<file path="config.mk">
export PLATFORM = sky130hd
export DESIGN_NAME = cache_ctrl_fsm
export DESIGN_NICKNAME = d
export VERILOG_FILES = /design/src/logic/cache_pkg.sv /design/src/logic/cache_ctrl_fsm.sv
export VERILOG_INCLUDE_DIRS = /design/src /design/src/logic
export SDC_FILE = /design/constraint.sdc
export NUM_CORES = 1
export LEC_CHECK = 0
export BUFFER_PORTS_ARGS = -buffer_cell sky130_fd_sc_hd__clkbuf_2
export CAP_MARGIN = 25
export CORE_AREA = 2 2 39 41
export DETAILED_ROUTE_END_ITERATION = 6
export DIE_AREA = 0 0 41 43
export PLACE_DENSITY = 0.49
export SKIP_LAST_GASP = 1
export SLEW_MARGIN = 20
export SYNTH_ARGS = -nofsm -noshare
export SYNTH_HDL_FRONTEND = slang
export SYNTH_SLANG_ARGS = --single-unit
</file>
<file path="constraint.sdc">
create_clock -name clk_i -period 1.7 [get_ports clk_i]
set_input_delay 0.085 -clock clk_i [delete_from_list [all_inputs] [get_ports clk_i]]
set_output_delay 0.085 -clock clk_i [all_outputs]
set_load 0.02 [all_outputs]
</file>
<file path="src/logic/mesh_cache_config.svh">
// Geometry of the cache and its backing memory
// Word width, word address width, line count and words per line

`ifndef MESH_CACHE_CONFIG_SVH
`define MESH_CACHE_CONFIG_SVH

`define MC_DATA_WIDTH 32
`define MC_ADDR_WIDTH 8
// Direct mapped, so one line per set
`define MC_SETS 8
`define MC_BLOCK_WORDS 4

`endif

</file>
<file path="src/logic/cache_pkg.sv">
// Word, address and request types of the cache
// Controller state encoding

`include "mesh_cache_config.svh"

package cache_pkg;

  typedef logic [`MC_DATA_WIDTH-1:0] word_t;
  typedef logic [`MC_ADDR_WIDTH-1:0] addr_t;
  typedef logic [$clog2(`MC_BLOCK_WORDS)-1:0] offset_t;
  typedef logic [$clog2(`MC_SETS)-1:0] set_t;
  typedef logic [`MC_ADDR_WIDTH-$clog2(`MC_SETS)-$clog2(`MC_BLOCK_WORDS)-1:0] tag_t;

  typedef enum logic {
    LOAD  = 1'b0,
    STORE = 1'b1
  } cache_op_e;

  typedef struct packed {
    cache_op_e op;
    addr_t     addr;  // Splits as tag, set, offset from the top
    word_t     wdata;
  } cache_req_s;

  typedef enum logic [2:0] {
    IDLE, LOOKUP, EVICT_REQ, EVICT_DATA, FILL_REQ, FILL_DATA, RESPOND
  } cache_state_e;

endpackage

</file>
<file path="src/logic/cache_ctrl_fsm.sv">
// Cache controller state machine
// Sequences lookup, write-back, fill and response

`timescale 1ns/1ps

module cache_ctrl_fsm (
  input  logic                 clk_i,
  input  logic                 arst_n_i,
  input  logic                 req_v_i,
  input  cache_pkg::cache_op_e req_op_i,
  input  logic                 hit_i,
  input  logic                 dirty_i,
  input  logic                 dma_pkt_yumi_i,
  input  logic                 dma_wdata_yumi_i,
  input  logic                 dma_rdata_v_i,
  input  logic                 last_word_i,
  input  logic                 resp_yumi_i,
  output logic                 req_ready_o,
  output logic                 lookup_o,
  output logic                 fill_we_o,
  output logic                 store_we_o,
  output logic                 evict_o,
  output logic                 dma_pkt_v_o,
  output logic                 dma_write_o,
  output logic                 dma_wdata_v_o,
  output logic                 cnt_start_o,
  output logic                 resp_v_o
);

  cache_pkg::cache_state_e state_q, state_d;
  cache_pkg::cache_op_e    op_q;

  always_ff @(posedge clk_i or negedge arst_n_i) begin
    if (!arst_n_i) state_q <= cache_pkg::IDLE;
    else           state_q <= state_d;
  end

  always_ff @(posedge clk_i) begin
    if (lookup_o) op_q <= req_op_i;  // Needed again after a fill
  end

  always_comb begin
    state_d       = state_q;
    req_ready_o   = 1'b0;
    lookup_o      = 1'b0;
    fill_we_o     = 1'b0;
    store_we_o    = 1'b0;
    evict_o       = 1'b0;
    dma_pkt_v_o   = 1'b0;
    dma_write_o   = 1'b0;
    dma_wdata_v_o = 1'b0;
    cnt_start_o   = 1'b0;
    resp_v_o      = 1'b0;
    unique case (state_q)
      cache_pkg::IDLE: begin
        req_ready_o = 1'b1;
        lookup_o    = req_v_i;
        if (req_v_i) state_d = cache_pkg::LOOKUP;
      end
      cache_pkg::LOOKUP: begin
        if (hit_i) begin
          store_we_o = (op_q == cache_pkg::STORE);
          state_d    = cache_pkg::RESPOND;
        end else if (dirty_i) begin
          state_d = cache_pkg::EVICT_REQ;  // Victim goes back to memory first
        end else begin
          state_d = cache_pkg::FILL_REQ;
        end
      end
      cache_pkg::EVICT_REQ: begin
        evict_o     = 1'b1;
        dma_pkt_v_o = 1'b1;
        dma_write_o = 1'b1;
        cnt_start_o = 1'b1;
        if (dma_pkt_yumi_i) state_d = cache_pkg::EVICT_DATA;
      end
      cache_pkg::EVICT_DATA: begin
        evict_o       = 1'b1;
        dma_wdata_v_o = 1'b1;
        if (dma_wdata_yumi_i && last_word_i) state_d = cache_pkg::FILL_REQ;
      end
      cache_pkg::FILL_REQ: begin
        dma_pkt_v_o = 1'b1;
        cnt_start_o = 1'b1;
        if (dma_pkt_yumi_i) state_d = cache_pkg::FILL_DATA;
      end
      cache_pkg::FILL_DATA: begin
        fill_we_o = dma_rdata_v_i;
        // Look up again so a store lands on the refilled line
        if (dma_rdata_v_i && last_word_i) state_d = cache_pkg::LOOKUP;
      end
      cache_pkg::RESPOND: begin
        resp_v_o = 1'b1;
        if (resp_yumi_i) state_d = cache_pkg::IDLE;
      end
      default: state_d = cache_pkg::IDLE;
    endcase
  end

  a_ready_resp_excl: assert property (@(posedge clk_i) disable iff (!arst_n_i)
    !(req_ready_o && resp_v_o));
  a_wdata_in_evict: assert property (@(posedge clk_i) disable iff (!arst_n_i)
    dma_wdata_v_o |-> state_q == cache_pkg::EVICT_DATA);

endmodule

</file>
-- Yosys cells after proc, flatten, opt, wreduce, memory -nomap -nowiden
Index checks and enable logic that the tools add are counted.
- equal/unequal tests: 12
- muxes and demuxes: 19
- reductions and logical operators: 6
- operators with widths (cell ; number):
    2-to-1 mux 3 bit ; 8
    one-hot mux 3 bit (7 select lines) ; 1
    != test 2 bit, second input constant ; 6
    2-to-1 mux 1 bit ; 10
    == test 3 bit, second input constant ; 3
    == test 3 x 2 -> 1 bit, second input constant ; 2
    AND reduction 6 bit ; 1
    OR reduction 2 bit ; 2
    == test 3 x 1 -> 1 bit, second input constant ; 1
    logical NOT 3 bit ; 1
    logical AND 1 bit ; 2
- register bits after elaboration: 4
- bits of input ports: 11
- output and inout port bits: 10
- word-level logic and storage cells: 39

-- Logic depth before layout (Yosys ltp)
- depth in word-level cells: 3
- depth in mapped cells: 4
- depth with buffers taken out: 3

-- Worst setup path before layout
OpenSTA, ideal clock, no wires.
- path kind: flip-flop to flip-flop
- start point: register state_q[1]
- end point: register op_q (enable)
- library setup time: 325 ps
- data arrival time: 1406 ps
- required time: 1375 ps
- slack: -32 ps
- cell stages (with the launch flop): 4
- buffers on the path: 1
- period minus slack after synthesis: 1732 ps
- cell sequence: dfrtp_1 -> buf_6 -> nor3_1 -> and2_1
- longest elaborated chain between the ends: 2
- RTL lines (item ; RTL line ; source):
    start, declared ; cache_ctrl_fsm.sv:30 ; cache_pkg::cache_state_e state_q, state_d;
    start signal, assigned ; cache_ctrl_fsm.sv:34 ; if (!arst_n_i) state_q <= cache_pkg::IDLE;
    start signal, assigned ; cache_ctrl_fsm.sv:35 ; else state_q <= state_d;
    logical NOT 3 bit ; cache_ctrl_fsm.sv:54 ; unique case (state_q)
    2-to-1 mux 1 bit ; cache_ctrl_fsm.sv:54 ;
    net lookup_o ; cache_ctrl_fsm.sv:19 ; output logic lookup_o,
    end signal, assigned ; cache_ctrl_fsm.sv:39 ; if (lookup_o) op_q <= req_op_i;
    end, declared ; cache_ctrl_fsm.sv:31 ; cache_pkg::cache_op_e op_q;
The timed path passes the listed nets, and every way through them passes these cells.
A chain may end at the register's enable or synchronous reset.

-- Worst setup path in the final report
- start point: register state_q[1]
- end point: output port dma_pkt_v_o
- longest elaborated chain between the ends: 3
- elaborated cells on any way between the ends: 4
- those cells by class: 2 x eq/ne; 1 x mux; 1 x reduce/logical
- RTL lines (item ; RTL line ; source):
    == test 3 bit / == test 3 x 2 -> 1 bit (equally long branches) ; cache_ctrl_fsm.sv:54 ;
    OR reduction 2 bit (no line) * ; - ;
    2-to-1 mux 1 bit * ; cache_ctrl_fsm.sv:54 ;
    end, declared ; cache_ctrl_fsm.sv:23 ; output logic dma_pkt_v_o,
Mark *: on every way between the ends. The rest lies on a longest branch, timed or not.

==> summary.md <==
| Metric | Value |
|---|---|
| Hold crit path type | `input pin to flip-flop` |
| Ratio of cells with drive above 1 in the final layout | `0.450` |
| Iteration-0 DRC Markers | `6` |
| Status | `complete, no violations` |
| Total GRT Usage | `0.0864` |
| DRC viols | `0` |
| Area growth syn-to-layout | `41.3%` |
| Total wire length | `710 um` |
| Row cnt | `14` |
| CP delay by family, top | `flip-flops` |
| Instance area after placement | `409 sq um` |
| Sequential fraction of the synthesis area | `0.333` |
| Final worst-path cycle share | `0.861` |
| Worst slew margin | `0.739` |
| Bufs and invs on worst path | `1` |
| Critical-path top delay cell | `dfrtp_1` |
| Vias in the first global route | `265` |
| Clk pin slew, worst setup/hold paths | `40 ps` |
| Synthesized area | `315 sq um` |
| Via count | `342` |
| Synth top area share | `0.238` |
| Warning count from the yosys run | `0` |
| Initial Util | `0.228` |
| WP data required | `approximately 1600 ps` |
| I/O pins | `21` |
| Max FO, Critical Path | `12` |
| Buffers on Ports | `20` |
| Num CTS Buffers | `3` |
| GP Congestion | `about 0.73` |
| Hold violation count in the final report | `0` |
| Clk Latency, worst-skew pair | `240 ps` |
| Count of cell types in the netlist | `21` |
| Htree depth | `1` |
| Critical path arrival | `1380 ps` |
| FF+latch count, synth | `4` |
| Setup bufs post-CTS | `0` |
| Core area | `approximately 0.0014 sq mm` |
| Slew at the pin closest to its max-slew limit | `~390 ps` |
| TritonCTS clock tree | `yes` |
| Lkg Pwr | `around 0.23 nW` |
| FF/Latch Area | `105 sq um` |
| CP peak stage delay | `510 ps` |
| Clock Path Buffers | `2` |
| Maximum resistive drop on vdd | `0.388 mV` |
| Minimum clock period | `~1500 ps` |
| Stages on worst setup path | `3` |
| Maxcap violations | `0` |
| Vias/cell | `4.50` |
| Mapped Cells | `39` |
| Die area | `roughly 0.0018 sq mm` |
| CTS Root Cell | `clkbuf_4` |
| Chip width | `just over 40 um` |
| Multi-input gate area | `176 sq um` |
| Fin Clk Skew | `a little over 4 ps` |
| F_max | `~700 MHz` |
| Final setup violation count | `0` |
| Antenna-violating nets left | `0` |
| First-pass GRT wire length | `between 1000 and 1500 um` |
| Min Hold Slack | `29.7 ps` |
| Wire per inst | `around 9.3 um` |
| Largest area contributor in the netlist | `dfrtp_1` |
| Final max-slew violation count | `0` |
| Worst Hold Depth | `1` |
| Setup Total Neg Slack | `0 ps` |
| Post-layout nets | `between 70 and 80` |
| R2r worst-path depth | `3` |
| Mean Syn Cell Area | `8.08 sq um` |
| Initial antenna violation count | `0` |
| Pin count of the biggest net entering global routing | `13` |
| Unrepaired setup endpoints after global routing | `false` |
| Setup crit end kind | `output pin` |
| TritonRoute pass-1 iters | `4` |
| Post_cts resized | `0` |
| Layout fillers | `around 160` |
| Die Ht | `43 um` |
| ANT cells | `0` |
| Cell Pwr Density | `1840 mW/mm^2` |
| Clock Sinks | `4` |
| Ranking of synthesized cells by area | `dfrtp_1 24%, edfxtp_1 9.5%, a21oi_1 7.9%, and2_1 6.0%, o21ai_1 4.8%` |
| HPWL after DPL | `561 um` |
| Crit Path Category | `flip-flop to output pin` |
| Post-route cell area | `between 400 and 500 sq um` |
| Syn nets | `50` |
| Crit path launch type | `flip-flop` |
| Global route overflow | `0` |
| Critical Path, Cell by Cell | `nand2b_1 > a21oi_1 > clkbuf_2` |
## cell usage after synthesis
master and number:
a21oi_1 5, a221o_1 1, and2_1 3, and3_1 1
and4_1 1, buf_2 1, buf_4 2, buf_6 1
dfrtp_1 3, edfxtp_1 1, inv_2 2, mux2i_1 1
nand2_1 2, nand2b_1 2, nand2b_2 1, nor2_1 2
nor2b_1 2, nor3_1 2, o21ai_0 2, o21ai_1 3
o221ai_1 1
## flip-flops by register name (all words and copies together) (netlist names)
| register | cells |
|---|---|
| op_q | 1 |
| state_q | 3 |
## worst paths after layout
check,start,to,slack [ps]
max in group asynchronous,arst_n_i,state_q[0],1410
min,req_op_i,op_q,30
max reg2reg,state_q[1],state_q[0],460
min in group asynchronous,arst_n_i,state_q[1],170
min reg2reg,state_q[2],state_q[2],730
max,state_q[1],dma_pkt_v_o,240
## logic make-up (layout without fill, tap and decap cells)
kind of cell	Yosys count	count (layout)	share of synthesized area
muxes	1	1	0.0317
and+or+nand+nor	16	16	0.294
buffers and inverters	6	27	0.123
DFF	4	4	0.333
AOI/OAI and AO/OA	12	12	0.218
## placed cells by master (no fill, tap or decap), types with 2 or more instances in the layout
cell type | synthesis | routed
o21ai_0 | 2 | 2
clkbuf_2 | 0 | 20
clkbuf_4 | 0 | 3
and2_1 | 3 | 3
nor2b_1 | 2 | 2
o21ai_1 | 3 | 3
inv_2 | 2 | 2
nand2b_1 | 2 | 2
a21oi_1 | 5 | 5
nor2_1 | 2 | 2
nand2_1 | 2 | 2
dfrtp_1 | 3 | 3
## metrics by stage
step           utilization  power [mW]  std cells  worst slack, ps
2_1_floorplan            -       0.619         39              179
3_3_place_gp         0.296       0.701         71              471
3_5_place_dp         0.296       0.696         71              458
4_1_cts              0.322       0.832         76              204
5_1_grt              0.322       0.892         76              154
6_report             0.322       0.822         76              236
## area by class of cell
type                            count  share of cell area
Timing Repair Buffer               21               0.247
Sequential cell                     4               0.236
Inverter                            2              0.0169
Clock buffer                        4              0.0590
Tap cell                           16              0.0449
Multi-Input combinational cell     29               0.396
## per-layer routing
metal,global-route usage,vias up,routed length [um]
met3,0,2,35
met1,0.119,151,308
met4,0.0800,0,16
li1,-,178,-
met5,0,-,0
met2,0.116,11,350
## timing repair
action                                  4_1_cts  5_1_grt
endpoints found under the hold margin         3        0
hold buffers                                  1        0
endpoints found under the setup margin        0        0
## report_power, final
group	internal [mW]	switching (mW)	total (mW)
clock network	0.0882	0.0415	0.130
logic	0.188	0.260	0.448
registers	0.140	0.104	0.244
total	0.416	0.406	0.822
(Power assumes the default switching activity.)
