## config.mk

```make
export PLATFORM = sky130hd
export DESIGN_NAME = cache_tag_data
export DESIGN_NICKNAME = d
export VERILOG_FILES = /design/src/logic/cache_pkg.sv /design/src/logic/dma_pkg.sv /design/src/logic/cache_tag_data.sv
export VERILOG_INCLUDE_DIRS = /design/src /design/src/logic
export SDC_FILE = /design/constraint.sdc
export NUM_CORES = 1
export LEC_CHECK = 0
export BUFFER_PORTS_ARGS = -buffer_cell sky130_fd_sc_hd__buf_2
export CORE_UTILIZATION = 34
export CTS_BUF_LIST = sky130_fd_sc_hd__clkbuf_2 sky130_fd_sc_hd__clkbuf_4 sky130_fd_sc_hd__clkbuf_8
export DETAILED_ROUTE_END_ITERATION = 6
export SYNTH_ARGS = -nofsm -noshare
export SYNTH_HDL_FRONTEND = slang
export SYNTH_SLANG_ARGS = --single-unit
export TNS_END_PERCENT = 50
```

## constraint.sdc

```tcl
create_clock -name clk_i -period 3.39 [get_ports clk_i]
set_input_delay 0.5085 -clock clk_i [delete_from_list [all_inputs] [get_ports clk_i]]
set_output_delay 0.5085 -clock clk_i [all_outputs]
set_load 0.02 [all_outputs]
```

## src/logic/mesh_cache_config.svh

```systemverilog
// Geometry of the cache and its backing memory
// Word width, word address width, line count and words per line

`ifndef MESH_CACHE_CONFIG_SVH
`define MESH_CACHE_CONFIG_SVH

`define MC_DATA_WIDTH 32
`define MC_ADDR_WIDTH 8
// Direct mapped, so one line per set
`define MC_SETS 8
`define MC_BLOCK_WORDS 4

`endif

```

## src/logic/cache_pkg.sv

```systemverilog
// Word, address and request types of the cache
// Controller state encoding

`include "mesh_cache_config.svh"

package cache_pkg;

  typedef logic [`MC_DATA_WIDTH-1:0] word_t;
  typedef logic [`MC_ADDR_WIDTH-1:0] addr_t;
  typedef logic [$clog2(`MC_BLOCK_WORDS)-1:0] offset_t;
  typedef logic [$clog2(`MC_SETS)-1:0] set_t;
  typedef logic [`MC_ADDR_WIDTH-$clog2(`MC_SETS)-$clog2(`MC_BLOCK_WORDS)-1:0] tag_t;

  typedef enum logic {
    LOAD  = 1'b0,
    STORE = 1'b1
  } cache_op_e;

  typedef struct packed {
    cache_op_e op;
    addr_t     addr;  // Splits as tag, set, offset from the top
    word_t     wdata;
  } cache_req_s;

  typedef enum logic [2:0] {
    IDLE, LOOKUP, EVICT_REQ, EVICT_DATA, FILL_REQ, FILL_DATA, RESPOND
  } cache_state_e;

endpackage

```

## src/logic/dma_pkg.sv

```systemverilog
// DMA channel types shared by the cache and the backing memory
// Block address and command packet

`include "mesh_cache_config.svh"

package dma_pkg;

  // Tag and set of a line, the word offset dropped
  typedef logic [`MC_ADDR_WIDTH-$clog2(`MC_BLOCK_WORDS)-1:0] block_addr_t;

  typedef struct packed {
    logic        write_not_read;
    block_addr_t block_addr;
  } dma_pkt_s;

endpackage

```

## src/logic/cache_tag_data.sv

```systemverilog
// Tag, valid, dirty and data arrays of the direct-mapped cache
// Hit detection, victim address and response word

`timescale 1ns/1ps
`include "mesh_cache_config.svh"

module cache_tag_data (
  input  logic                  clk_i,
  input  logic                  arst_n_i,
  input  cache_pkg::cache_req_s req_i,
  input  logic                  lookup_i,
  input  logic                  evict_i,
  input  logic                  fill_we_i,
  input  logic                  store_we_i,
  input  cache_pkg::offset_t    fill_offset_i,
  input  cache_pkg::word_t      fill_data_i,
  input  cache_pkg::offset_t    rd_offset_i,
  output logic                  hit_o,
  output logic                  dirty_o,
  output dma_pkg::block_addr_t  victim_addr_o,
  output cache_pkg::word_t      rd_data_o,
  output cache_pkg::word_t      resp_data_o
);

  cache_pkg::cache_req_s req_q;
  cache_pkg::tag_t       req_tag;
  cache_pkg::set_t       req_set;
  cache_pkg::offset_t    req_off;
  logic [`MC_SETS-1:0]   valid_q, dirty_q;
  cache_pkg::tag_t       tag_mem  [`MC_SETS];
  cache_pkg::word_t      data_mem [`MC_SETS][`MC_BLOCK_WORDS];
  logic                  fill_last;

  assign {req_tag, req_set, req_off} = req_q.addr;
  assign fill_last = fill_we_i && (fill_offset_i == cache_pkg::offset_t'(`MC_BLOCK_WORDS - 1));

  always_ff @(posedge clk_i or negedge arst_n_i) begin
    if (!arst_n_i) begin
      valid_q <= '0;
      dirty_q <= '0;
    end else if (fill_last) begin
      valid_q[req_set] <= 1'b1;  // Line is usable once the whole block is in
      dirty_q[req_set] <= 1'b0;
    end else if (store_we_i) begin
      dirty_q[req_set] <= 1'b1;
    end
  end

  always_ff @(posedge clk_i) begin
    if (lookup_i)   req_q <= req_i;
    if (fill_last)  tag_mem[req_set] <= req_tag;
    if (fill_we_i)  data_mem[req_set][fill_offset_i] <= fill_data_i;
    if (store_we_i) data_mem[req_set][req_off] <= req_q.wdata;
  end

  assign hit_o   = valid_q[req_set] && (tag_mem[req_set] == req_tag);
  assign dirty_o = valid_q[req_set] && dirty_q[req_set];

  // Old line's block while evicting, requested block for the fill
  assign victim_addr_o = evict_i ? {tag_mem[req_set], req_set} : {req_tag, req_set};
  assign rd_data_o     = data_mem[req_set][rd_offset_i];
  assign resp_data_o   = (req_q.op == cache_pkg::STORE) ? '0 : data_mem[req_set][req_off];

endmodule

```

### Word-level counts from Yosys, hierarchy flattened

Memories as Yosys holds them, arrays and structs flattened. A register that Yosys moved wholly into a read port is not among the register bits.
Index checks and enable logic that the tools add are counted.
W data, S select, Z words.

* bits in read-only memories: 0
* word-level logic and storage cells: 314
* bits in latches: 0
* input bits: 83
* memories kept: 2
* output and inout port bits: 72
* RAM bits: 1048
* register bits: 57

Memories
* data_mem: depth 8, bits a word 128, read ports 1, clocked after memory_dff 1, wr ports 1, RTL line cache_tag_data.sv:31 `` cache_pkg::word_t data_mem [`MC_SETS][`MC_BLOCK_WORDS]; ``
* tag_mem: depth 8, bits a word 3, read ports 1, clocked after memory_dff 1, wr ports 1, RTL line cache_tag_data.sv:30 `` cache_pkg::tag_t tag_mem [`MC_SETS]; ``

* equal/unequal tests: 2
* muxes and demuxes: 156
* shifts and indexed selects: 0
* div/mod/pow operators: 0
* bitwise logic cells: 135
* add/sub/neg operators: 0
* order comparisons: 7
* reductions and logical operators: 7
* $mul: 0

Operators by type and width (count)
* $mux W128: 2
* $mux W32: 7
* $mux W1: 135
* $bmux W32 S2: 2
* $demux W32 S2: 2
* $or A1 B1 Y1: 128
* $mux W8: 2
* $or A8 B8 Y8: 2
* $ge A3 B3 Y1 const B: 3
* $not A2 Y3: 3
* $and A8 B8 Y8: 1
* $not A8 Y8: 1
* $bmux W1 S3: 2
* $logic_and A1 B1 Y1: 6
* $lt A3 B1 Y1 const B: 2
* $mux W3: 2
* $mux W6: 1
* $lt A3 B4 Y1 const B: 1
* $demux W1 S3: 1
* $eq A3 B3 Y1: 1
* $ge A3 B1 Y1 const B: 1
* $eq A2 B2 Y1 const B: 1
* $reduce_bool A2 Y1: 1

### Depth between registers and ports, before layout

* depth after elaboration: 7
* gate-level depth with buffers: 8
* gate-level depth less buffers: 4

### Worst setup path after synthesis

No wires, ideal clock.

* path type: register to register
* start: reg req_q (netlist bit req_off[1])
* end: mem data_mem[6][32] (netlist name), enable pin
* clock period less this slack: 3.037 ns
* stages on the path, launching flop included: 6
* library setup time: 0.421 ns
* required time: 2.969 ns
* buffers on the path: 2
* setup slack: 0.353 ns
* data arrival time: 2.615 ns
* path through: edfxtp_1 > clkbuf_1 > nor2b_1 > clkbuf_1 > a32oi_1 > nor2_1

* longest elaborated chain between the ends: 7
* elaborated cells between the ends (all ways): 8
* those cells by class: 2 x order compare; 3 x mux; 2 x bitwise; 1 x reduce/logical

Ends and longest elaborated chain
* start, declared: RTL line cache_tag_data.sv:25 `cache_pkg::cache_req_s req_q;`
* start signal, assigned: RTL line cache_tag_data.sv:50 `if (lookup_i) req_q <= req_i;`
* $not A2 Y3 (not written as such) (*): RTL line cache_tag_data.sv:53 `if (store_we_i) data_mem[req_set][req_off] <= req_q.wdata;`
* $ge A3 B3 Y1 (not written as such) or $lt A3 B1 Y1 (tied branches): RTL line cache_tag_data.sv:53
* $logic_and A1 B1 Y1 (not written as such): RTL line cache_tag_data.sv:53
* $mux W32 (not written as such): RTL line cache_tag_data.sv:53
* $demux W32 S2 (*): RTL line cache_tag_data.sv:53
* $mux W128 (not written as such) (*): RTL line cache_tag_data.sv:53
* $or A1 B1 Y1 (no line) (*)
* end, declared: RTL line cache_tag_data.sv:31

Every way passes the cells marked *; elsewhere a longest branch is shown, timed or not.

==> impl_metrics.yaml <==
timing:
  fmax_ghz: 0.268
  worst_pin_slew_ns: 1.14
  slew_headroom_pct: 23.8
  finalHoldViolCount: 0
  setup_violations: 60
  drv_slew: 0
  setup_tns_ns: -12.93
  setup_ws_ns: -0.345
  min_period_ns: 3.74
  finClkSkew_ns: 0.0386
  post-route-period-util_pct: 110
  grt_setup_unrepaired: "yes"
clocking:
  clk_path_buf_depth: 3
  cts_sinks: 1108
  htree_levels: 4
  clkTransAtPathRegs_ns: 0.06
  cts_tree: "yes"
  clkLatencyLatePin_ns: 0.90
  cts_buffers: 180
  clock-root-buffer: "clkbuf_8"
critical_path:
  endpoint_kind: "output pin"
  critPathRequiredTime_ns: 2.88
  worstSetupStartpointType: "flop"
  r2r-start: "req_off[0]"
  crit_fanout: 13
  path_class: "flop to output pin"
  arrival_ns: 3.23
synthesis:
  ys_types: 43
  synth_nets: 2787
  synth_seq_area_share_pct: 71.3
  synthArstFlopShare_pct: 1.44
  synth_edf_count: 1089
  avgSynthCellArea_sq_um: 17.2
  ys_ff_latch: 1108
  syn_inst: 2704
  yosysWarnings: 0
  netlist_area_sq_mm: 0.0465
  dominantRegCellSynth: "edfxtp_1"
detailed_routing:
  vias: 27726
  first_iter_violations: 2826
  post_drt_wl_per_cell_microns: 28.4
  wl_microns: 145000
  ant_nets: 0
  drtPass1Iterations: 5
  drc: 0
  vias_per_cell: 5.42
power:
  cellPowerDensity_mw_per_mm2: 550
  clkPwrFrac_pct: 36.1
  p_leak_nw: 20.0
  vdd_drop_max_v: 0.000393
  combPwrFrac_pct: 14.8
  swShare_pct: 25.6
  pwr-share-seq_pct: 49.1
  p_sw_mw: 8.18
  p_int_mw: 23.8
finish:
  layout_common_cells: "edfxtp_1 (1089), mux2_2 (304), mux2i_1 (283)"
  multiInputGateArea_sq_mm: 0.0139
  nets: 3275
  register_area_sq_mm: 0.0332
  stdcell_count: 5115
  nFillCells: 11920
  drive_gt1_share_pct: 38.2
  syn_to_final_growth_pct: 24.8
  final_common_cell: "edfxtp_1"
  fin_util_pct: 42.8
  design_area_sq_mm: 0.0581
placement:
  io_buffers: 154
  dp_hpwl_microns: 84500
  gp_congestion: 0.797
  place_ws_ns: 0.412
  place_inst: 4630
  place_area_sq_mm: 0.0507
global_route:
  grt_util_all_layers_pct: 20.7
  first_global_vias: 27811
  grt_overflow_total: 0
  grt_max_degree: 61
  grt_pass1_wl_microns: 202000
  antenna_found_initial: 10
hold_path:
  hp-class: "input pin to flop"
  hp-start: "fill_data_i[2]"
die:
  die-area_sq_mm: 0.138
  rows: 135
  dieWidth_microns: 372
  ios: 155
  core_area_sq_mm: 0.136
  die_h_microns: 372
  start_util_pct: 34.3
run_status:
  status: "finished with violations"
  violations: "negative setup slack"
run:
  drv_cap: 0
-- synthesized netlist by cell type, types with 7 or more instances --
| cell | count | share of area, % |
|---|---|---|
| nor3b_1 | 7 | 0.11 |
| mux4_2 | 41 | 2.0 |
| nand2_1 | 166 | 1.3 |
| edfxtp_1 | 1089 | 70 |
| mux2_2 | 344 | 8.3 |
| nand3b_1 | 41 | 0.66 |
| a22o_1 | 24 | 0.45 |
| a21oi_1 | 10 | 0.11 |
| nand4b_1 | 70 | 1.3 |
| a41oi_1 | 31 | 0.58 |
| buf_1 | 37 | 0.30 |
| dfrtp_1 | 16 | 0.86 |
| o22ai_1 | 106 | 1.4 |
| a22oi_1 | 42 | 0.68 |
| buf_4 | 21 | 0.34 |
| or4b_1 | 7 | 0.15 |
| clkbuf_1 | 69 | 0.56 |
| inv_1 | 7 | 0.056 |
| nor2_1 | 58 | 0.47 |
| mux2i_1 | 296 | 6.4 |
| nor2b_1 | 53 | 0.71 |
| or2_2 | 8 | 0.11 |
| and3b_1 | 78 | 1.5 |
| buf_2 | 31 | 0.33 |
| a211oi_1 | 11 | 0.18 |
-- sequential cells by signal (all words and copies together) (netlist names), named ones only --
name      cells
data_mem   1024
req_off       2
req_q        39
tag_mem      24
valid_q       8
-- layout make-up --
cell class	instances	area share, %
antenna	4	0.0172
clock buffer	230	4.92
multi-input combinational	1427	23.9
sequential	1108	57.1
tap	1781	3.84
timing repair buffer	468	8.98
clock inverter	90	1.15
inverter	7	0.0453
-- power groups by stage --
stage / Sequential, mW / Clock (mW) / Combinational (mW)
CTS: 15.7 / 11.7 / 4.49
floorplan: 15.9 / 0 / 2.26
finish: 15.7 / 11.5 / 4.74
detailed placement: 16.0 / 0 / 3.74
global route: 15.7 / 12.3 / 4.93
global placement: 15.9 / 0 / 3.72
-- worst max-delay path, cell delays in order (launching register included) --
cell	delay, ns
dfxtp_4	0.36
buf_12	0.17
buf_16	0.17
buf_16	0.17
mux2_2	0.34
o22ai_1	0.20
and3b_1	0.21
mux4_2	0.51
buf_2	0.19
-- per-layer routing --
layer / vias to the layer above / track usage [%] / part of all wire [%]
li1: 11819 / - / -
met1: 14496 / 27.3 / 41
met2: 1134 / 34.5 / 49
met3: 269 / 3.61 / 6.5
met4: 8 / 6.51 / 2.6
met5: - / 0 / 0.030
-- final timing paths --
path | end | slack (ns) | depth (start not counted)
max in group asynchronous | valid_q[2] | 1.67 | 4
max reg2reg | data_mem[4][39] | 0.70 | 7
max | rd_data_o[31] | -0.35 | 8
min reg2reg | valid_q[7] | 0.46 | 1
min in group asynchronous | asynchronous set/reset pin | 0.53 | 3
min | data_mem[2][2] | 0.1 | 2
-- cells by family (layout without fill, tap and decap cells) --
group	count (synthesis)	after routing	synth area share [%]
compound gates	233	233	3.60
xor+xnor	3	3	0.0565
buf+inv	169	795	1.68
flops	1108	1108	71.3
mux	682	682	16.7
other cells	0	4	0
simple gates	509	509	6.67
-- what timing repair did --
item / 4_1_cts / 5_1_grt
hold buffers: 44 / 0
endpoints found under the hold margin: 60 / 0
pin swaps: 27 / 34
resized for setup: 248 / 123
setup buffers: 64 / 21
cloned: 24 / 10
setup endpoints to repair: 67 / 67
-- metrics by stage --
stage                     hold WS, ns  power [mW]
after floorplan                 0.213        18.1
after CTS                      0.0269        31.9
after detailed placement        0.447        19.7
after global placement          0.444        19.7
final                          0.0983        31.9
after global routing           0.0658        32.9
Note: power is estimated with default switching activity, not from simulation.
