File: config.mk
export PLATFORM = sky130hd
export DESIGN_NAME = dma_word_counter
export DESIGN_NICKNAME = d
export VERILOG_FILES = /design/src/logic/cache_pkg.sv /design/src/logic/dma_word_counter.sv
export VERILOG_INCLUDE_DIRS = /design/src /design/src/logic
export SDC_FILE = /design/constraint.sdc
export NUM_CORES = 1
export LEC_CHECK = 0
export ABC_AREA = 1
export BUFFER_PORTS_ARGS = -buffer_cell sky130_fd_sc_hd__buf_4
export CAP_MARGIN = 20
export CORE_AREA = 5 5 42 44
export DETAILED_ROUTE_END_ITERATION = 10
export DIE_AREA = 0 0 47 49
export MAX_ROUTING_LAYER = met4
export SYNTH_ARGS = -nofsm -noshare
export SYNTH_HDL_FRONTEND = slang
export SYNTH_SLANG_ARGS = --single-unit
File: constraint.sdc
create_clock -name clk_i -period 2 [get_ports clk_i]
set_input_delay 0.4 -clock clk_i [delete_from_list [all_inputs] [get_ports clk_i]]
set_output_delay 0.4 -clock clk_i [all_outputs]
set_load 0.01 [all_outputs]
File: src/logic/mesh_cache_config.svh
// Geometry of the cache and its backing memory
// Word width, word address width, line count and words per line

`ifndef MESH_CACHE_CONFIG_SVH
`define MESH_CACHE_CONFIG_SVH

`define MC_DATA_WIDTH 32
`define MC_ADDR_WIDTH 8
// Direct mapped, so one line per set
`define MC_SETS 8
`define MC_BLOCK_WORDS 4

`endif

File: src/logic/cache_pkg.sv
// Word, address and request types of the cache
// Controller state encoding

`include "mesh_cache_config.svh"

package cache_pkg;

  typedef logic [`MC_DATA_WIDTH-1:0] word_t;
  typedef logic [`MC_ADDR_WIDTH-1:0] addr_t;
  typedef logic [$clog2(`MC_BLOCK_WORDS)-1:0] offset_t;
  typedef logic [$clog2(`MC_SETS)-1:0] set_t;
  typedef logic [`MC_ADDR_WIDTH-$clog2(`MC_SETS)-$clog2(`MC_BLOCK_WORDS)-1:0] tag_t;

  typedef enum logic {
    LOAD  = 1'b0,
    STORE = 1'b1
  } cache_op_e;

  typedef struct packed {
    cache_op_e op;
    addr_t     addr;  // Splits as tag, set, offset from the top
    word_t     wdata;
  } cache_req_s;

  typedef enum logic [2:0] {
    IDLE, LOOKUP, EVICT_REQ, EVICT_DATA, FILL_REQ, FILL_DATA, RESPOND
  } cache_state_e;

endpackage

File: src/logic/dma_word_counter.sv
// Word index within one block transfer
// Flags the final word of the block

`timescale 1ns/1ps
`include "mesh_cache_config.svh"

module dma_word_counter (
  input  logic               clk_i,
  input  logic               arst_n_i,
  input  logic               start_i,
  input  logic               step_i,
  output cache_pkg::offset_t offset_o,
  output logic               last_o
);

  logic [$bits(cache_pkg::offset_t):0] cnt_q;  // One extra bit marks a finished block

  always_ff @(posedge clk_i or negedge arst_n_i) begin
    if (!arst_n_i)    cnt_q <= '0;
    else if (start_i) cnt_q <= '0;
    else if (step_i)  cnt_q <= cnt_q + 1'b1;
  end

  assign offset_o = cnt_q[$bits(cache_pkg::offset_t)-1:0];
  assign last_o   = (cnt_q == ($bits(cnt_q))'(`MC_BLOCK_WORDS - 1));

  a_no_overrun: assert property (@(posedge clk_i) disable iff (!arst_n_i)
    step_i |-> cnt_q < `MC_BLOCK_WORDS);

endmodule

* Yosys cells after proc, flatten, opt, wreduce, memory -nomap -nowiden
Cells that the tools add are included.
Word-level totals: memory bits (read-only) 0, memories kept 0, bits in latches 0, register bits 3, memory bits (writable) 0, output and inout port bits 3, input port bits 4, logic and storage cells 6
Operators by class: multiplexer cells 2, add/sub/neg operators 1, shifts and indexed selects 0, $lt $le $gt $ge 0, divide/modulo/power cells 0, eq/ne operators 1, bitwise logic cells 0, $mul 0, reduce and logical (&&, ||, !) cells 1
Operators by type and width (number):
- $mux W3 | 2
- $add A3 B1 Y3 const B | 1
- $eq A3 B2 Y1 const B | 1
- $reduce_bool A2 Y1 | 1

* Logic depth before layout (Yosys ltp)
Gate-level depths: netlist of run 1.
depth after elaboration 3, gate-level depth with buffers 5, depth with buffers taken out 5

* Worst setup path after synthesis of run 1
No wires, ideal clock.
path kind register -> output, start reg cnt_q[0] in the netlist's numbering, end out last_o, path buffers 0, stages on the path, launching flop included 3, data required time 1.600 ns, slack 0.816 ns, arrival 0.784 ns, cells stage by stage dfrtp_1 > ha_1 > ha_1
On the way: cells in the longest elaborated chain, start to end 1
Ends and longest elaborated chain:
- from (decl) | line dma_word_counter.sv:16 | logic [$bits(cache_pkg::offset_t):0] cnt_q;
- from (signal assigned) | line dma_word_counter.sv:21 | else if (step_i) cnt_q <= cnt_q + 1'b1;
- $eq A3 B2 Y1 | line dma_word_counter.sv:25 | assign last_o = (cnt_q == ($bits(cnt_q))'(`MC_BLOCK_WORDS - 1));
- to (decl) | line dma_word_counter.sv:13 | output logic last_o
No other way between the ends.

* Worst setup path after layout of run 1
Ends and elaborated chain as after synthesis.

==> results.py, run 1 <==
metrics = {
    "status": {
        "run_status": "completed",
    },
    "sta": {
        "fin_setup_tns_ns": 0,
        "grt_setup_unrepaired": "false",
        "finClkSkew_ns": 0.00262,
        "min_period_ns": 1.54,
        "slew_headroom_pct": 91.3,
        "hold_viol_final": 0,
        "slew_viol_final": 0,
        "period_share_pct": 77.2,
        "setup_viol": 0,
        "max_clock_freq_ghz": 0.648,
        "tightestPinTransition_ns": 0.130,
    },
    "critical_path": {
        "critPathMaxFanout": 4,
        "rr_startpoint": "cnt_q[0]",
        "start_kind": "flop",
        "endpoint_kind": "output port",
        "reg2reg_depth": 5,
        "path_class": "flop to output port",
        "crit_arrival_ns": 1.14,
        "rrSetupSlack_ns": 0.86,
        "critPathRequiredTime_ns": 1.60,
        "reg2reg_to": "cnt_q[2]",
    },
    "route": {
        "wire_per_inst_um": 6.61,
        "drt-pass1-iter-count": 1,
        "drc": 0,
        "wl_um": 304,
        "ant_nets": 0,
        "vias": 153,
        "via_per_inst": 3.33,
        "drtIter0Drc": 0,
    },
    "die": {
        "dieWidth_um": 47,
        "fp.dieArea_um2": 2300,
        "coreArea_um2": 1400,
        "rows": 14,
        "ios": 7,
        "start_util_pct": 12.4,
        "die_y_um": 49,
    },
    "yosys": {
        "yosysSeqAreaShare_pct": 43.2,
        "muxShareOfSynthArea_pct": 0,
        "netlist.top_cell.by_area": "dfrtp_1",
        "synth_xor_area_share_pct": 0,
        "synth_area_per_cell_um2": 8.28,
        "syn_nets": 27,
        "synth_compound_gate_area_share_pct": 0,
        "yosys.area_share.simple_pct": 25.2,
        "ys_seq_elements": 3,
        "synth_warnings": 0,
        "synthAdderAreaFrac_pct": 14.4,
        "synth.area.top_cells": "dfrtp_1 (43%), ha_1 (14%), nand2_1 (13%)",
        "synth_top_family_by_area": "simple AND/OR/NAND/NOR gates",
        "syn_inst": 21,
        "yosys.area.top_type_share_pct": 43.2,
        "yosysUniqueCellTypes": 7,
        "synth_area_um2": 174,
    },
    "clock_tree": {
        "cts_resized": 0,
        "cts_buffers": 3,
        "clk_latency_ns": 0.23,
        "htree_num_levels": 1,
        "clockBufferDepth": 2,
        "cts_root_buf": "clkbuf_4",
        "cts_tree": "yes",
        "path_clk_slew_ns": 0.04,
        "clock-sinks": 3,
    },
    "finish": {
        "final_cell_mix": "nand2_1 (6), buf_4 (6), inv_1 (4)",
        "stdcell_count": 46,
        "nFillCells": 164,
        "regArea_um2": 75.1,
        "top_register": "cnt_q",
        "synthToLayoutAreaGrowth_pct": 49.6,
        "largest_reg_flops": 3,
        "reg.largest.list": "cnt_q x3",
        "diodes": 0,
        "fin_nets": 37,
        "multiInputGateArea_um2": 68.8,
        "drive_above_1_share_pct": 33.3,
        "stdcell_area_um2": 260,
    },
    "place": {
        "placed_area_um2": 224,
        "place_congestion": 0.645,
        "placed_cells": 41,
        "port_buffers": 6,
        "hpwl_um": 261,
    },
    "hold_path": {
        "hold_class": "primary input to flop",
        "worstHoldEndpoint": "cnt_q[1]",
        "min_path_cells": 4,
        "min_from": "start_i",
    },
    "power": {
        "ir_drop_uv": 110,
        "p_per_area_nw_per_um2": 748,
        "power_mw": 0.195,
        "p_leak_nw": 0.151,
    },
    "global_route": {
        "grt-ovfl-total": 0,
        "grt_pass1_vias": 164,
        "antenna_found_initial": 0,
        "grt_max_degree": 5,
        "grt_pass1_wl_um": 503,
        "grtUsageTotal_pct": 3.55,
    },
    "run": {
        "drv_cap": 0,
    },
}
[Yosys cell counts]
library cell,n
nand3_1,3
nand2_1,6
nor2_2,1
dfrtp_1,3
ha_1,2
buf_4,2
inv_1,4
[layout make-up]
type / count / area share (%)
Sequential cell: 3 / 28.8
Multi-Input combinational cell: 12 / 26.4
Timing Repair Buffer: 7 / 21.2
Clock buffer: 4 / 10.1
Tap cell: 16 / 7.69
Inverter: 4 / 5.77
[per-layer routing]
metal	global-route usage, %	vias to the layer above	part of all wire (%)
met5	-	-	0
met4	6.91	0	0
met3	0.369	0	9.9
met2	5.20	3	62
met1	2.21	71	28
li1	-	79	-
[metrics by stage]
| stage | setup slack (ns) | util (%) | hold WS (ns) |
|---|---|---|---|
| 3_3_place_gp | 0.691 | 16.0 | 0.190 |
| 4_1_cts | 0.436 | 18.6 | 0.432 |
| 2_1_floorplan | 0.816 | - | 0.104 |
| 5_1_grt | 0.405 | 18.6 | 0.452 |
| 6_report | 0.456 | 18.6 | 0.437 |
| 3_5_place_dp | 0.682 | 16.0 | 0.189 |
[worst max-delay path by stage]
stage / cells after the start / startpoint / to / slack [ns]
after global placement: 3 / cnt_q[0] / last_o / 0.69
after floorplan: 2 / cnt_q[0] / last_o / 0.82
after CTS: 3 / cnt_q[0] / last_o / 0.44
after detailed placement: 3 / cnt_q[0] / last_o / 0.68
final: 3 / cnt_q[0] / last_o / 0.46
after global routing: 3 / cnt_q[0] / last_o / 0.40
[kinds of logic (layout without fill, tap and decap cells)]
kind of cell,Yosys count,count (layout)
fa+ha+maj,2,2
simple gates,10,10
buf+inv,6,15
flops,3,3
[report_power, final]
group / switching, mW / internal [mW]
clock network: 0.0276 / 0.0745
logic: 0.0114 / 0.0133
registers: 0.00321 / 0.0646
[critical path, stage by stage, from the launching register on]
cell and delay [ns]:
dfrtp_1 0.40, ha_1 0.21, ha_1 0.17, buf_4 0.14
[what timing repair did]
item	in CTS	in global routing
hold buffers	1	0
hold endpoints to repair	3	0
setup buffers	0	0
endpoints found under the setup margin	0	0
No activity file was read; power rests on OpenSTA's default activity.
==> run 2: changes to the inputs <==
ABC_AREA = 0   (was 1)
clock period = 1.3 ns   (was 2 ns; I/O delays follow)
==> run 2 against run 1 <==
- the run now ends with negative setup slack left
- critical path depth did not move
- hold slack got worse by 0.23 ns
- synthesized area fell by 10%
- clock-buffer cell count did not move
- clock skew barely moved
- cell area rose by 5.3%
- die area did not move
- sequential power rose by 56%
- sequential share of layout area fell by 1.4 points
==> results.py, run 2 <==
metrics = {
    "status": {
        "run_status": "complete, but fails checks",
        "violations": "negative setup slack",
    },
    "yosys": {
        "synth_area_um2": 156,
        "async_flop_share_pct": 100,
        "synth_area_per_cell_um2": 11.2,
        "synth_edf_count": 0,
        "ys_seq_elements": 3,
        "netlist.top_cell.by_area": "dfrtp_1",
        "synth_warnings": 0,
        "yosysSeqAreaShare_pct": 48.0,
        "syn_inst": 14,
        "yosysUniqueCellTypes": 8,
        "synth.area.top_cells": "dfrtp_1 (48%), ha_1 (16%), buf_4 (9.6%)",
        "syn_nets": 20,
        "ys.flop_type": "dfrtp_1",
        "yosys.area.top_type_share_pct": 48.0,
        "yosys-top-cells-count": "dfrtp_1 (3), nor2_1 (3), buf_4 (2), ha_1 (2)",
    },
    "clock_tree": {
        "clk_latency_ns": 0.23,
        "cts_tree": "yes",
        "cts_root_buf": "clkbuf_4",
        "clockBufferDepth": 2,
        "clock-sinks": 3,
        "cts_buffers": 3,
        "path_clk_slew_ns": 0.04,
        "htree_num_levels": 1,
    },
    "critical_path": {
        "rr_startpoint": "cnt_q[1]",
        "crit_chain": "ha_2 -> ha_2 -> buf_6",
        "rrSetupSlack_ns": 0.12,
        "crit_path_start": "cnt_q[1]",
        "critPathRequiredTime_ns": 1.04,
        "slowest_stage": "dfrtp_1",
        "crit_top_cell": "ha_2",
        "start_kind": "flop",
        "crit_arrival_ns": 1.07,
        "worstSetupPathDepth": 3,
        "crit_buf_inv": 1,
        "cp_slowest_stage_delay_ns": 0.37,
        "endpoint_kind": "output port",
        "reg2reg_to": "cnt_q[2]",
        "critPathMaxFanout": 2,
        "reg2reg_depth": 3,
        "path_class": "flop to output port",
        "cp_top_family": "flip-flops",
    },
    "die": {
        "coreArea_um2": 1400,
        "ios": 7,
        "dieWidth_um": 47,
        "fp.dieArea_um2": 2300,
        "die_y_um": 49,
        "start_util_pct": 11.2,
        "rows": 14,
    },
    "route": {
        "wire_per_inst_um": 8.40,
        "ant_nets": 0,
        "via_per_inst": 3.29,
        "drt-pass1-iter-count": 2,
        "drc": 0,
        "vias": 138,
        "drtIter0Drc": 3,
        "wl_um": 353,
    },
    "sta": {
        "fin_setup_tns_ns": -0.0292,
        "finClkSkew_ns": 0.00250,
        "grt_setup_unrepaired": "true",
        "period_share_pct": 102,
        "setup_viol": 1,
        "slew_headroom_pct": 83.8,
        "slew_viol_final": 0,
        "fin_ws_ns": -0.0292,
        "tightestPinTransition_ns": 0.241,
        "min_period_ns": 1.33,
        "hold_viol_final": 0,
        "max_clock_freq_ghz": 0.752,
    },
    "finish": {
        "fin_nets": 33,
        "largest_reg_flops": 3,
        "final_cell_mix": "buf_4 (8), nor2_1 (3), clkbuf_4 (3), dfrtp_1 (3), ha_2 (2)",
        "top_register": "cnt_q",
        "diodes": 0,
        "synthToLayoutAreaGrowth_pct": 75.2,
        "mostFrequentLayoutCell": "buf_4",
        "reg.largest.list": "cnt_q x3",
        "drive_above_1_share_pct": 53.8,
        "stdcell_count": 42,
    },
    "hold_path": {
        "min_path_cells": 2,
        "hold_class": "primary input to flop",
        "min_from": "start_i",
        "worstHoldEndpoint": "cnt_q[0]",
    },
    "power": {
        "intPower_mw": 0.254,
        "switching_share_pct": 22.5,
        "p_seq_share_pct": 32.4,
        "p_leak_nw": 0.135,
        "power.switching_mw": 0.0736,
        "clkPwrFrac_pct": 48.6,
        "ir_drop_uv": 248,
        "p_per_area_nw_per_um2": 1200,
        "power_frac_comb_pct": 19.0,
    },
    "global_route": {
        "top_usage_layer": "met3",
        "grt.met3_usage_pct": 5.90,
        "grt_max_degree": 5,
        "grtUsageTotal_pct": 4.77,
        "grt-ovfl-total": 0,
        "antenna_found_initial": 0,
        "grt_use_met1_pct": 3.97,
        "grt_pass1_vias": 157,
        "grtUsageMet2_pct": 5.88,
        "grt_pass1_wl_um": 662,
    },
    "place": {
        "port_buffers": 6,
        "place_congestion": 0.577,
        "placed_cells": 34,
    },
    "run": {
        "drv_cap": 0,
    },
}
run 2: cell types whose count changed after synthesis, sizes merged:
cell | before | now
xnor2 | 0 | 1
a211oi | 0 | 1
nand3 | 3 | 0
inv | 4 | 1
nand2 | 6 | 0
nor2 | 1 | 3
mux2i | 0 | 1
run 2: worst max path at each step:
stage | to | slack [ns]
CTS | last_o | -0.04
floorplan | cnt_q[2] | 0.16
global route | last_o | -0.07
global placement | cnt_q[2] | 0.09
detailed placement | cnt_q[2] | 0.04
finish | last_o | -0.03
run 2: repair_timing:
action / 4_1_cts / 5_1_grt
endpoints found under the hold margin: 3 / 0
endpoints found under the setup margin: 1 / 1
hold buffers: 1 / 0
setup buffers: 2 / 1
gates resized for setup: 3 / 0
cloned: 0 / 0
pin swaps: 1 / 0
run 2: per-stage QoR:
step	total power [mW]	hold slack [ns]	setup slack [ns]	area [um^2]	util, %
after floorplan	0.137	-0.0356	0.165	156	-
after global placement	0.152	0.0497	0.0909	206	14.7
after detailed placement	0.154	0.0538	0.0443	206	14.7
after CTS	0.336	0.194	-0.0400	267	19.0
after global routing	0.358	0.197	-0.0681	274	19.6
final	0.328	0.202	-0.0292	274	19.6
run 2: cell type report:
class / count / area [um^2]
fill: 164 / 1130
timing repair buffer: 10 / 81.3
sequential: 3 / 75.1
multi-input combinational: 8 / 67.6
clock buffer: 4 / 26.3
tap: 16 / 20.0
inverter: 1 / 3.75
run 2: cells by family after synthesis:
kind of cell,after synthesis,share of synthesized area (%)
AO/OA/AOI/OAI,1,4.80
XOR/XNOR,1,5.60
adder cells (fa/ha/maj),2,16.0
buffers and inverters,3,12.0
flip-flops,3,48.0
multiplexers,1,6.40
AND/OR/NAND/NOR,3,7.20
run 2: power by group through the flow:
stage | registers [mW] | clock network, mW | logic, mW
floorplan | 0.108 | 0 | 0.0287
global placement | 0.109 | 0 | 0.0434
detailed placement | 0.109 | 0 | 0.0449
CTS | 0.106 | 0.170 | 0.0596
global route | 0.108 | 0.179 | 0.0716
finish | 0.106 | 0.159 | 0.0622
run 2: layer usage:
metal	vias up	wire [um]
met5	-	0
met4	0	0
met3	0	46
met2	3	200
met1	65	105
li1	70	-
==> run 3: changes to the inputs <==
clock period = 1.4 ns   (was 1.3 ns; I/O delays follow)
==> run 3 against run 2 <==
- the run now ends clean
- clock skew unchanged
- clock-buffer cell count unchanged
- combinational power down 7.1%
- power down 7.1%
- first-iteration DRC count unchanged
- flip-flop and latch count unchanged
- cell area unchanged
- wire length unchanged
- largest cell class unchanged
- largest power group unchanged
==> results.py, run 3 (synthesis results as in run 2) <==
metrics = {
    "sta": {
        "holdWs_ns": 0.222,
        "tightestPinTransition_ns": 0.241,
        "period_share_pct": 96.4,
        "slew_headroom_pct": 83.8,
        "fin_setup_tns_ns": 0,
        "min_period_ns": 1.35,
        "fin_ws_ns": 0.0508,
        "grt_setup_unrepaired": "false",
        "hold_viol_final": 0,
        "finClkSkew_ns": 0.00250,
        "slew_viol_final": 0,
        "max_clock_freq_ghz": 0.741,
        "setup_viol": 0,
    },
    "global_route": {
        "grt_pass1_vias": 151,
        "grt-ovfl-total": 0,
        "grtUsageTotal_pct": 4.63,
        "grt_pass1_wl_um": 641,
        "grt_max_degree": 5,
        "antenna_found_initial": 0,
    },
    "power": {
        "ir_drop_uv": 231,
        "p_per_area_nw_per_um2": 1110,
        "p_leak_nw": 0.135,
    },
    "route": {
        "vias": 138,
        "drt-pass1-iter-count": 2,
        "wire_per_inst_um": 8.40,
        "wl_um": 353,
        "drtIter0Drc": 3,
        "ant_nets": 0,
        "drc": 0,
        "via_per_inst": 3.29,
    },
    "clock_tree": {
        "cts_buffers": 3,
        "htree_num_levels": 1,
        "clk_latency_ns": 0.23,
        "cts_tree": "yes",
        "path_clk_slew_ns": 0.04,
        "clock-sinks": 3,
        "cts_root_buf": "clkbuf_4",
        "clockBufferDepth": 2,
    },
    "critical_path": {
        "critPathRequiredTime_ns": 1.12,
        "critPathMaxFanout": 2,
        "rrSetupSlack_ns": 0.22,
        "reg2reg_to": "cnt_q[2]",
        "rr_startpoint": "cnt_q[1]",
        "path_class": "flop to output port",
        "reg2reg_depth": 3,
        "crit_arrival_ns": 1.07,
        "start_kind": "flop",
        "endpoint_kind": "output port",
    },
    "place": {
        "place_ws_ns": 0.144,
        "place_congestion": 0.577,
        "port_buffers": 6,
    },
    "die": {
        "ios": 7,
        "die_y_um": 49,
        "fp.dieArea_um2": 2300,
        "rows": 14,
        "dieWidth_um": 47,
        "coreArea_um2": 1400,
        "start_util_pct": 11.2,
    },
    "finish": {
        "final_cell_mix": "buf_4 (8), nor2_1 (3), clkbuf_4 (3), dfrtp_1 (3), ha_2 (2)",
        "drive_above_1_share_pct": 53.8,
        "mostFrequentLayoutCell": "buf_4",
        "fin_nets": 33,
        "fin_util_pct": 19.6,
        "largest_reg_flops": 3,
        "nFillCells": 164,
        "diodes": 0,
        "top_register": "cnt_q",
        "synthToLayoutAreaGrowth_pct": 75.2,
        "reg.largest.list": "cnt_q x3",
    },
    "hold_path": {
        "hold_class": "primary input to flop",
        "worstHoldEndpoint": "cnt_q[0]",
        "min_from": "start_i",
        "min_path_cells": 2,
    },
    "status": {
        "run_status": "completed",
    },
    "run": {
        "drv_cap": 0,
    },
}
-- run 3: cell counts in the layout (fill, tap and decap cells not counted) --
Identical to the previous run, type by type.
-- run 3: worst max path at each step --
stage / depth (start not counted) / slack [ns] / start / endpoint
floorplan: 3 / 0.26 / cnt_q[0] / cnt_q[2]
global placement: 3 / 0.19 / cnt_q[0] / cnt_q[2]
detailed placement: 3 / 0.14 / cnt_q[0] / cnt_q[2]
CTS: 3 / 0.01 / cnt_q[0] / last_o
global route: 3 / 0.01 / cnt_q[1] / last_o
finish: 3 / 0.05 / cnt_q[1] / last_o
-- run 3: metrics by stage --
| stage | cells | area, um^2 | power, mW |
|---|---|---|---|
| global placement | 34 | 206 | 0.141 |
| detailed placement | 34 | 206 | 0.143 |
| finish | 42 | 274 | 0.304 |
| floorplan | 14 | 156 | 0.127 |
| CTS | 41 | 260 | 0.311 |
| global route | 42 | 274 | 0.333 |
-- run 3: what timing repair did --
item	4_1_cts	5_1_grt
gates resized for setup	1	2
endpoints found under the hold margin	3	0
buffers inserted	2	1
setup endpoints to repair	1	1
pin swaps	0	1
hold buffers	1	0
-- run 3: area by class of cell --
cell class / instances / area (um^2) / area share, %
flip-flops and latches: 3 / 75.1 / 27.4
well taps: 16 / 20.0 / 7.31
inverters: 1 / 3.75 / 1.37
clock buffers: 4 / 26.3 / 9.59
multi-input cells: 8 / 67.6 / 24.7
repair buffers: 10 / 81.3 / 29.7
-- run 3: metal layers --
layer	wire length, um	GRT usage, %	vias to the layer above
met3	46	5.90	0
li1	-	-	70
met1	105	3.97	65
met4	0	2.76	0
met2	200	5.43	3
met5	0	-	-
-- run 3: worst max-delay path: stages, from the launching register on --
cell and delay [ns]:
dfrtp_1 0.37, ha_2 0.18, ha_2 0.17, buf_6 0.11
-- run 3: power breakdown --
| group | switching (mW) | total, mW | internal (mW) |
|---|---|---|---|
| registers | 0.00416 | 0.0987 | 0.0945 |
| clock network | 0.0413 | 0.148 | 0.107 |
| logic | 0.0229 | 0.0578 | 0.0349 |
| total | 0.0683 | 0.304 | 0.236 |
